<file path="src/logic/mips_bus_pkg.sv">
/*
 * Core level definitions
 * Data word, start and halt addresses, control state
 */

package mips_bus_pkg;

    typedef logic [31:0] word_t;

    // ------------------------------------------------------------
    // Address map
    // ------------------------------------------------------------
    localparam word_t reset_vector = 32'hBFC0_0000; // First fetch after reset
    localparam word_t halt_address = 32'h0000_0000; // Core stops here

    // ------------------------------------------------------------
    // Control state
    // ------------------------------------------------------------
    typedef enum logic {
        state_fetch   = 1'b0,
        state_execute = 1'b1
    } state_t;

endpackage

</file>
<file path="src/logic/mips_isa_pkg.sv">
/*
 * MIPS subset instruction set definitions
 * Opcodes, function codes, ALU operations and the instruction word views
 */

package mips_isa_pkg;

    typedef enum logic [5:0] {
        opcode_rtype = 6'b00_0000,
        opcode_j     = 6'b00_0010,
        opcode_jal   = 6'b00_0011,
        opcode_addiu = 6'b00_1001,
        opcode_andi  = 6'b00_1100,
        opcode_ori   = 6'b00_1101,
        opcode_xori  = 6'b00_1110
    } opcode_t;

    typedef enum logic [5:0] {
        funct_jr   = 6'b00_1000,
        funct_addu = 6'b10_0001,
        funct_and  = 6'b10_0100,
        funct_or   = 6'b10_0101,
        funct_xor  = 6'b10_0110
    } funct_t;

    typedef enum logic [1:0] {
        alu_add,
        alu_and,
        alu_or,
        alu_xor
    } alu_op_t;

    // ------------------------------------------------------------
    // Instruction word, one 32-bit word seen three ways
    // ------------------------------------------------------------
    typedef struct packed {
        opcode_t    opcode;
        logic [4:0] rs;
        logic [4:0] rt;
        logic [4:0] rd;
        logic [4:0] shamt;
        funct_t     funct;
    } r_type_t;

    typedef struct packed {
        opcode_t     opcode;
        logic [4:0]  rs;
        logic [4:0]  rt;
        logic [15:0] imm;
    } i_type_t;

    typedef struct packed {
        opcode_t     opcode;
        logic [25:0] target;
    } j_type_t;

    typedef union packed {
        r_type_t r;
        i_type_t i;
        j_type_t j;
    } instr_t;

    localparam logic [4:0] reg_v0 = 5'd2;  // Result register, exported
    localparam logic [4:0] reg_ra = 5'd31; // Link register for JAL

endpackage

</file>
<file path="src/logic/regfile_if.sv">
/*
 * Register file port bundle
 * Two read addresses with their data, and one write port
 */

`timescale 1ns/1ps

interface regfile_if;

    logic [4:0]          rs_addr;
    logic [4:0]          rt_addr;
    logic                wr_en;
    logic [4:0]          wr_addr;
    mips_bus_pkg::word_t wr_data;
    mips_bus_pkg::word_t rs_data;
    mips_bus_pkg::word_t rt_data;

    modport ctrl (
        output rs_addr, rt_addr, wr_en, wr_addr, wr_data,
        input  rs_data, rt_data
    );

    modport regs (
        input  rs_addr, rt_addr, wr_en, wr_addr, wr_data,
        output rs_data, rt_data
    );

endinterface

</file>
<file path="src/logic/reg_file.sv">
/*
 * General purpose register file, 32 words
 * Two combinational read ports, one synchronous write port, r0 reads zero
 */

`timescale 1ns/1ps

module reg_file (
    input  logic                clk,
    input  logic                reset,
    regfile_if.regs             rf,
    output mips_bus_pkg::word_t register_v0
);

    mips_bus_pkg::word_t regs [32];

    // ------------------------------------------------------------
    // Write port
    // ------------------------------------------------------------
    always_ff @(posedge clk) begin
        if (reset) begin
            for (int n = 0; n < 32; n++) begin
                regs[n] <= '0;
            end
        end else if (rf.wr_en && rf.wr_addr != 5'd0) begin // r0 stays zero
            regs[rf.wr_addr] <= rf.wr_data;
        end
    end

    // ------------------------------------------------------------
    // Read ports
    // ------------------------------------------------------------
    assign rf.rs_data = regs[rf.rs_addr];
    assign rf.rt_data = regs[rf.rt_addr];

    assign register_v0 = regs[mips_isa_pkg::reg_v0]; // Observation tap

endmodule

</file>
<file path="src/logic/alu.sv">
/*
 * Combinational ALU
 * Add with wraparound and the three bitwise operations
 */

`timescale 1ns/1ps

module alu (
    input  mips_bus_pkg::word_t   a,
    input  mips_bus_pkg::word_t   b,
    input  mips_isa_pkg::alu_op_t op,
    output mips_bus_pkg::word_t   result
);

    always_comb begin
        case (op)
            mips_isa_pkg::alu_add: begin
                result = a + b; // Carry out is dropped
            end
            mips_isa_pkg::alu_and: begin
                result = a & b;
            end
            mips_isa_pkg::alu_or: begin
                result = a | b;
            end
            mips_isa_pkg::alu_xor: begin
                result = a ^ b;
            end
            default: begin
                result = '0;
            end
        endcase
    end

endmodule

</file>
<file path="src/logic/pc_counter.sv">
/*
 * Program counter
 * Steps by four, takes absolute or register jumps, flags the halt address
 */

`timescale 1ns/1ps

module pc_counter (
    input  logic                clk,
    input  logic                reset,
    input  logic                advance,
    input  logic                jump,
    input  logic                jump_reg,
    input  logic [25:0]         target,
    input  mips_bus_pkg::word_t reg_value,
    output mips_bus_pkg::word_t pc,
    output logic                halted
);

    mips_bus_pkg::word_t pc_plus4;
    mips_bus_pkg::word_t pc_next;

    assign pc_plus4 = pc + 32'd4;

    always_comb begin
        if (jump_reg) begin
            pc_next = reg_value;                           // JR
        end else if (jump) begin
            pc_next = {pc_plus4[31:28], target, 2'b00};    // J and JAL
        end else if (advance) begin
            pc_next = pc_plus4;
        end else begin
            pc_next = pc;                                  // Hold during fetch
        end
    end

    always_ff @(posedge clk) begin
        if (reset) begin
            pc     <= mips_bus_pkg::reset_vector;
            halted <= 1'b0;
        end else begin
            pc     <= pc_next;
            halted <= (pc_next == mips_bus_pkg::halt_address); // Tracks pc
        end
    end

endmodule

</file>
<file path="src/logic/cpu_control.sv">
/*
 * Fetch and execute control
 * Holds the state and instruction register, decodes and steers the datapath
 */

`timescale 1ns/1ps

module cpu_control (
    input  logic                  clk,
    input  logic                  reset,
    input  logic                  halted,
    input  mips_bus_pkg::word_t   pc,
    input  logic                  waitrequest,
    input  mips_bus_pkg::word_t   readdata,
    output logic                  read,
    output logic [3:0]            byteenable,
    regfile_if.ctrl               rf,
    output mips_isa_pkg::alu_op_t alu_op,
    output mips_bus_pkg::word_t   alu_b,
    input  mips_bus_pkg::word_t   alu_result,
    output logic                  pc_advance,
    output logic                  pc_jump,
    output logic                  pc_jump_reg,
    output logic [25:0]           jump_target
);

    mips_bus_pkg::state_t state;
    mips_isa_pkg::instr_t ir;

    mips_bus_pkg::word_t pc_plus4;
    logic                in_execute;
    logic                dec_write;     // Instruction writes a register
    logic                dec_jump;
    logic                dec_jump_reg;
    logic [4:0]          dec_wr_addr;
    mips_bus_pkg::word_t dec_wr_data;

    // ------------------------------------------------------------
    // State and instruction register
    // ------------------------------------------------------------
    always_ff @(posedge clk) begin
        if (reset) begin
            state <= mips_bus_pkg::state_fetch;
        end else if (state == mips_bus_pkg::state_fetch) begin
            if (!halted && !waitrequest) begin
                state <= mips_bus_pkg::state_execute; // Word taken this cycle
            end
        end else begin
            state <= mips_bus_pkg::state_fetch;       // Execute is one cycle
        end
    end

    always_ff @(posedge clk) begin
        if (state == mips_bus_pkg::state_fetch && !halted && !waitrequest) begin
            ir <= readdata; // Zero-latency slave
        end
    end

    // Bus read, kept low in reset and once halted
    assign read       = (state == mips_bus_pkg::state_fetch) && !halted && !reset;
    assign byteenable = read ? 4'b1111 : 4'b0000;

    // ------------------------------------------------------------
    // Decode
    // ------------------------------------------------------------
    assign pc_plus4   = pc + 32'd4;
    assign in_execute = (state == mips_bus_pkg::state_execute);

    always_comb begin
        alu_op       = mips_isa_pkg::alu_add;
        alu_b        = rf.rt_data;
        dec_write    = 1'b0;
        dec_jump     = 1'b0;
        dec_jump_reg = 1'b0;
        dec_wr_addr  = ir.r.rd;
        dec_wr_data  = alu_result;

        case (ir.r.opcode)
            mips_isa_pkg::opcode_rtype: begin
                dec_write = 1'b1;
                case (ir.r.funct)
                    mips_isa_pkg::funct_addu: alu_op = mips_isa_pkg::alu_add;
                    mips_isa_pkg::funct_and:  alu_op = mips_isa_pkg::alu_and;
                    mips_isa_pkg::funct_or:   alu_op = mips_isa_pkg::alu_or;
                    mips_isa_pkg::funct_xor:  alu_op = mips_isa_pkg::alu_xor;
                    mips_isa_pkg::funct_jr: begin
                        dec_write    = 1'b0;
                        dec_jump_reg = 1'b1;
                    end
                    default: dec_write = 1'b0; // Unsupported, runs as a no-op
                endcase
            end
            mips_isa_pkg::opcode_j: begin
                dec_jump = 1'b1;
            end
            mips_isa_pkg::opcode_jal: begin
                dec_jump    = 1'b1;
                dec_write   = 1'b1;
                dec_wr_addr = mips_isa_pkg::reg_ra;
                dec_wr_data = pc_plus4; // Return address
            end
            mips_isa_pkg::opcode_addiu: begin
                alu_b       = {{16{ir.i.imm[15]}}, ir.i.imm}; // Sign-extended
                dec_write   = 1'b1;
                dec_wr_addr = ir.i.rt;
            end
            mips_isa_pkg::opcode_andi: begin
                alu_op      = mips_isa_pkg::alu_and;
                alu_b       = {16'h0000, ir.i.imm};
                dec_write   = 1'b1;
                dec_wr_addr = ir.i.rt;
            end
            mips_isa_pkg::opcode_ori: begin
                alu_op      = mips_isa_pkg::alu_or;
                alu_b       = {16'h0000, ir.i.imm};
                dec_write   = 1'b1;
                dec_wr_addr = ir.i.rt;
            end
            mips_isa_pkg::opcode_xori: begin
                alu_op      = mips_isa_pkg::alu_xor;
                alu_b       = {16'h0000, ir.i.imm};
                dec_write   = 1'b1;
                dec_wr_addr = ir.i.rt;
            end
            default: begin
            end
        endcase
    end

    // ------------------------------------------------------------
    // Register file and counter steering
    // ------------------------------------------------------------
    assign rf.rs_addr = ir.r.rs;
    assign rf.rt_addr = ir.r.rt;
    assign rf.wr_en   = in_execute && dec_write;
    assign rf.wr_addr = dec_wr_addr;
    assign rf.wr_data = dec_wr_data;

    assign pc_jump     = in_execute && dec_jump;
    assign pc_jump_reg = in_execute && dec_jump_reg;
    assign pc_advance  = in_execute && !dec_jump && !dec_jump_reg;
    assign jump_target = ir.j.target;

endmodule

</file>
<file path="src/logic/mips_cpu_bus.sv">
/*
 * Multicycle MIPS subset core with an Avalon read master
 * Joins control, program counter, register file and ALU
 */

`timescale 1ns/1ps

module mips_cpu_bus (
    input  logic                clk,
    input  logic                reset,
    output logic                active,
    output mips_bus_pkg::word_t register_v0,

    output mips_bus_pkg::word_t address,
    output logic                read,
    output logic                write,
    input  logic                waitrequest,
    output mips_bus_pkg::word_t writedata,
    output logic [3:0]          byteenable,
    input  mips_bus_pkg::word_t readdata
);

    mips_bus_pkg::word_t   pc;
    logic                  halted;
    logic                  pc_advance;
    logic                  pc_jump;
    logic                  pc_jump_reg;
    logic [25:0]           jump_target;
    mips_isa_pkg::alu_op_t alu_op;
    mips_bus_pkg::word_t   alu_b;
    mips_bus_pkg::word_t   alu_result;

    regfile_if rf_bus ();

    assign active    = !halted;
    assign address   = pc;          // Only instruction fetches use the bus
    assign write     = 1'b0;
    assign writedata = '0;

    cpu_control u_control (
        .clk         (clk),
        .reset       (reset),
        .halted      (halted),
        .pc          (pc),
        .waitrequest (waitrequest),
        .readdata    (readdata),
        .read        (read),
        .byteenable  (byteenable),
        .rf          (rf_bus.ctrl),
        .alu_op      (alu_op),
        .alu_b       (alu_b),
        .alu_result  (alu_result),
        .pc_advance  (pc_advance),
        .pc_jump     (pc_jump),
        .pc_jump_reg (pc_jump_reg),
        .jump_target (jump_target)
    );

    pc_counter u_pc (
        .clk       (clk),
        .reset     (reset),
        .advance   (pc_advance),
        .jump      (pc_jump),
        .jump_reg  (pc_jump_reg),
        .target    (jump_target),
        .reg_value (rf_bus.rs_data),  // JR source
        .pc        (pc),
        .halted    (halted)
    );

    reg_file u_regs (
        .clk         (clk),
        .reset       (reset),
        .rf          (rf_bus.regs),
        .register_v0 (register_v0)
    );

    alu u_alu (
        .a      (rf_bus.rs_data),
        .b      (alu_b),
        .op     (alu_op),
        .result (alu_result)
    );

endmodule

</file>
<file path="config.mk">
export PLATFORM = sky130hd
export DESIGN_NAME = mips_cpu_bus
export DESIGN_NICKNAME = d
export VERILOG_FILES = /design/src/logic/mips_bus_pkg.sv /design/src/logic/mips_isa_pkg.sv /design/src/logic/regfile_if.sv /design/src/logic/reg_file.sv /design/src/logic/alu.sv /design/src/logic/pc_counter.sv /design/src/logic/cpu_control.sv /design/src/logic/mips_cpu_bus.sv
export SDC_FILE = /design/constraint.sdc
export NUM_CORES = 2
export LEC_CHECK = 0
export ABC_AREA = 1
export BUFFER_PORTS_ARGS = -buffer_cell sky130_fd_sc_hd__buf_2
export CAP_MARGIN = 15
export CORE_MARGIN = 2
export CORE_UTILIZATION = 50
export DETAILED_ROUTE_END_ITERATION = 10
export HOLD_SLACK_MARGIN = 0.06
export PLACE_DENSITY_LB_ADDON = 0.3
export SYNTH_ARGS = -nofsm -noshare
export SYNTH_HDL_FRONTEND = slang
export SYNTH_SLANG_ARGS = --single-unit
</file>
<file path="constraint.sdc">
create_clock -name clk -period 8.42 [get_ports clk]
set_input_delay 0.421 -clock clk [delete_from_list [all_inputs] [get_ports clk]]
set_output_delay 0.421 -clock clk [all_outputs]
set_load 0.005 [all_outputs]
</file>
## After elaboration in Yosys (flattened, before gate mapping)

Memories as Yosys holds them, arrays and structs flattened. A register that Yosys moved wholly into a read port is not among the register bits.
Index checks and enable logic that the tools add are counted.
Widths: inputs -> output; s select.

- Add/sub/neg operators: 2
- Eq/ne operators: 14
- Muxes and demuxes: 26
- Bitwise gates (word level): 4
- Reductions and logical operators: 26

Operators with widths:

| kind | number |
|---|---|
| $mux 32 | 5 |
| $pmux 32 s4 | 1 |
| $pmux 32 s2 | 1 |
| $add 32x3->32 const B | 1 |
| $add 32x32->32 | 1 |
| $and 32x32->32 | 1 |
| $logic_not 32->1 | 1 |
| $or 32x32->32 | 1 |
| $reduce_or 32->1 | 1 |
| $xor 32x32->32 | 1 |
| $eq 6x4->1 const B | 5 |
| $eq 6x6->1 const B | 4 |
| $mux 5 | 3 |
| $eq 6x2->1 const B | 2 |
| $mux 1 | 11 |
| $logic_and 1x1->1 | 10 |
| $pmux 5 s2 | 1 |
| $pmux 2 s4 | 1 |
| $reduce_or 4->1 | 2 |
| $logic_not 6->1 | 1 |
| $pmux 2 s3 | 1 |
| $logic_not 1->1 | 5 |
| $reduce_bool 5->1 | 1 |
| $reduce_or 5->1 | 1 |
| other kinds (8) | 10 |

- Bits in registers: 66
- Bits in writable memories: 1,024
- Logic and storage cells: 77
- Memories kept: 1

Memory list:

| name | words | width | rd ports | clocked after Yosys merged registers in | wr ports | RTL line | text |
|---|---|---|---|---|---|---|---|
| u_regs.regs | 32 | 32 | 3 | 2 | 32 | reg_file.sv:15 | `mips_bus_pkg::word_t regs [32];` |

## Depth between registers and ports, before layout

- Depth after elaboration: 11
- Gate-level depth with buffers: 32
- Mapped depth without buffers: 28

## Hierarchy

From an unflattened synthesis, not the netlist that was laid out.

- Cells, all modules: 8,942
- Area total of the unflattened synthesis: 66,173.5 um2

Modules (own cells, without submodules):

| module | times used | cells an instance | area each (um2) | seq. area each (um2) |
|---|---|---|---|---|
| reg_file | 1 | 7,191 | 56,276.5 | 30,749.5 |
| alu | 1 | 739 | 3,746.1 | 0.0 |
| cpu_control | 1 | 488 | 3,150.5 | 980.9 |
| pc_counter | 1 | 489 | 2,745.1 | 660.6 |
| mips_cpu_bus | 1 | 35 | 255.2 | 0.0 |

## Worst setup path after synthesis

OpenSTA, ideal clock, no wires.

- Path kind: reg-to-reg
- Start point: reg (tool-made name)
- End point: mem u_regs.regs[24][12] (netlist name) (data pin)
- Arrival time: 4.157 ns
- Path slack: 3.997 ns
- Stages on the path, launching flop included: 26
- Path through: dfxtp_1 inv_1 clkbuf_1 clkbuf_1 clkbuf_1 nand2_1 a221o_1 o211ai_1 o211ai_1 nand3_1 o21ai_0 inv_1 ha_1 inv_1 fa_1 inv_1 nand3_1 nand2_1 a21oi_1 o21ai_0 nand2_1 nand2_1 o21ai_0 o22ai_1 clkbuf_1 nor2_1

RTL lines:

| item | RTL line |
|---|---|
| to (decl) | reg_file.sv:15 |

==> impl_results.md <==
- EDFF count, synth: roughly 1100
- DR pass1 iterations: 9
- Synth Instances: approximately 8000
- Die W: 363 um
- CP Depth: 20
- All-Layer GR Usage: a little under two fifths
- Die area: roughly 130000 um^2
- Port bufs: between 100 and 150
- Static Leak: 28.9 nW
- GRT overflow: 0
- Wire length per cell: about 26 um
- Drt total wl: between 200000 and 300000 um
- Initial Utilization: approximately half
- Tcrit/Tclk final: about four fifths
- CP dominant cell by count: nand3_1
- Clock group share of total power: around 31%
- IO Pins: around 140
- Largest net degree at the start of global routing: 192
- First-pass GRT wire length: 367000 um
- Crit-path leading delay family: buffers and inverters
- WP data required: roughly 8.9 ns
- RSZ-0062 raised after global routing: false
- Reg2Reg Depth: 20
- Complex-gate fraction of the synthesized area: roughly 11%
- CTS tree: done
- CP max stage delay: about 0.9 ns
- H-tree depth: 3
- Via Count: just over 60000
- Main combinational cell family by area after synthesis: simple AND/OR/NAND/NOR gates
- Reg clk slew, reported paths: approximately 0.06 ns
- Synth unique cells: 54
- Pint: slightly above 0.01 W
- Synthesized area: approximately 64000 um^2
- Fin Clk Skew: ~0.038 ns
- Clock Latency Late Sink: slightly below 0.8 ns
- Rows: between 100 and 150
- Most area-consuming cells after synthesis: edfxtp_1 49%, nand2_1 13%, nand3_1 7.7%, nor2_1 6.9%, o21ai_0 3.0%
- Crit Path Max Fanout: between 60 and 70
- Post-synthesis average cell area: just under 8 um^2
- Synth Area in XOR/XNOR: less than 1%
- Slew @ Worst Pin: about 1.3 ns
- Highest ir drop seen on vdd: roughly 0.18 mV
- Overall power: roughly 0.017 W
- DP HPWL: 150000 um
- CTS Sinks: 1100
- Die Y: 363 um
- Deepest clock path buffer count: 3
- Area leader, netlist: edfxtp_1
- CTS Root Cell: clkbuf_16
- Buf/Inv on CP: 4
- CTS Buf Count: around 120
- Critical Path Sink Type: flop
- Multi-input logic area: between 20000 and 30000 um^2
- Worst min-delay path category: primary input to flop
- Switching Share: 38.2%
- Post-synthesis sequential area ratio: 50.6%
- Initial antenna violation count: 6
- Power Dens Cells: between 200 and 250 nW/um^2
- Vias in the first global route: around 58000
- Simple-gate share of the synthesized area: 29.4%
- Status: finished clean
- Vias/cell: approximately 6.4
- FF/Latch Area: 32600 um^2
- Hold depth: 2
- DRT iter0 DRCs: ~11000
- Sequential share of power: 38.7%
- Mux share of post-synthesis cell area: 0%
- Fill cells: 11400
- Synth Register Bits: 1100
- Yosys Warn Count: 0
- Critical path, cell by cell: buf_4 -> buf_4 -> nor2_1 -> o22ai_1 -> nand2_1 -> nand3_1 -> nand3_1 -> nand3_1 -> nand2_1 -> inv_1 -> ha_1 -> a21oi_1 -> o21ai_0 -> a21oi_1 -> nand3b_1 -> nand3_1 -> nand4_1 -> nand2_1 -> buf_4 -> nor2_1
- Area share of the largest cell type after synthesis: 49.2%
- Worst path arrival time: just over 7 ns
- Antenna Violating Nets Remaining: 0
- Post-synth ARST share: 0%
- Core area: 128000 um^2
- Logic pwr share: between 30 and 40%
- CP Class: flop to flop
- Slew Viols, Final: 0
- Post-synthesis adder-cell area fraction: under 10%
- TNS Setup: 0 ns
- Tmin final: between 6 and 7 ns
- Fin. Hold Viols: 0
- Most used DFF post-synth: edfxtp_1
- Worst hold margin: about 0.37 ns
- Final setup fails: 0
- Max-cap violation count: 0
- Gp weighted congestion: 1.01
- Rel. slew slack: between 10 and 15%
- Setup crit start kind: flop
- NetSw: around 0.0063 W
- Area grow syn2layout: 8.69%
- Worst path slowest cell: dfxtp_4
- Drc violations: 0
- Share of layout cells above drive strength 1: ~7.3%
- Fin nets: 8023
- Max Fclk: 150 MHz
==> worst paths after layout <==
check	from	end	slack, ns
max	flop	u_regs.regs[8][18]	1.77
min	readdata[14]	u_control.ir[14]	0.37
max reg2reg	flop	u_regs.regs[8][18]	1.77
min reg2reg	u_control.ir[25]	flop	0.53
==> Yosys cell counts, drive strengths merged (4+ instances only) <==
library cell / instances
nand2: 2320
nor2: 1227
edfxtp: 1056
nand3: 994
inv: 502
clkbuf: 483
o21ai: 391
a21oi: 376
buf: 194
o211ai: 119
o22ai: 88
a32o: 70
ha: 68
a221o: 49
dfxtp: 44
xor2: 24
or2: 17
a221oi: 16
nor3: 15
o311ai: 13
nand4: 10
a21o: 6
nand3b: 6
xnor2: 6
o221ai: 5
a211oi: 4
o21bai: 4
==> area by class of cell <==
cell class,instances,area share [%]
flip-flops and latches,1100,46.6
inverters,503,2.75
repair buffers,289,3.38
clock buffers,138,4.32
clock inverters,69,0.829
multi-input cells,5909,39.2
well taps,1662,2.97
diodes,2,0.00714
==> registers in the layout, summed over array words and instances (netlist names), named ones only <==
signal / cells
u_control.in_execute: 1
u_control.ir: 32
u_pc.halted: 1
u_pc.pc: 32
u_regs.regs: 1024
==> cells by family (layout without fill, tap and decap cells) <==
logic type,count (synthesis),in the layout
simple gates,4594,4594
buf+inv,1180,999
compound gates,1151,1151
flops,1100,1100
fa+ha+maj,69,69
xor+xnor,30,30
other cells,1,67
==> through the flow <==
| step | setup slack (ns) | std cells | area [um^2] | utilization (%) |
|---|---|---|---|---|
| finish | 1.77 | 9672 | 70000 | 54.9 |
| floorplan | 4.00 | 8189 | 64700 | - |
| global route | 1.52 | 9670 | 70000 | 54.9 |
| CTS | 1.80 | 9661 | 69800 | 54.7 |
| detailed placement | 1.82 | 9419 | 65800 | 51.6 |
| global placement | 1.90 | 9419 | 65800 | 51.6 |
==> power by group through the flow <==
| stage | Combinational (W) | Sequential, W | Clock, W |
|---|---|---|---|
| after floorplan | 0.00301 | 0.00639 | 0 |
| after global placement | 0.00452 | 0.00648 | 0 |
| after detailed placement | 0.00457 | 0.00649 | 0 |
| after CTS | 0.00460 | 0.00637 | 0.00504 |
| after global routing | 0.00531 | 0.00640 | 0.00524 |
| final | 0.00507 | 0.00639 | 0.00505 |
==> layer usage <==
layer,vias up,wire length [um],track usage (%)
li1,26700,-,-
met1,28800,89700,48.1
met5,-,56,0
met3,1102,40000,12.1
met4,8,15100,19.9
met2,5283,108000,55.6
==> cell usage in the layout, fill, tap and decap left out, types with 48 or more instances in the layout <==
cell and count:
nand2_1 2284, nor2_1 1190, edfxtp_1 1056, nand3_1 989, inv_1 448, o21ai_0 388
a21oi_1 376, buf_4 127, o211ai_1 119, clkbuf_16 118, buf_2 103, o22ai_1 79
a32o_1 70, ha_1 68, conb_1 65, a221o_1 49, inv_2 48
==> timing repair <==
action / 4_1_cts / 5_1_grt
gates resized for setup: 0 / 0
hold buffers: 35 / 0
setup buffers: 0 / 0
endpoints found under the hold margin: 58 / 0
Power figures use the tool's default switching activity.
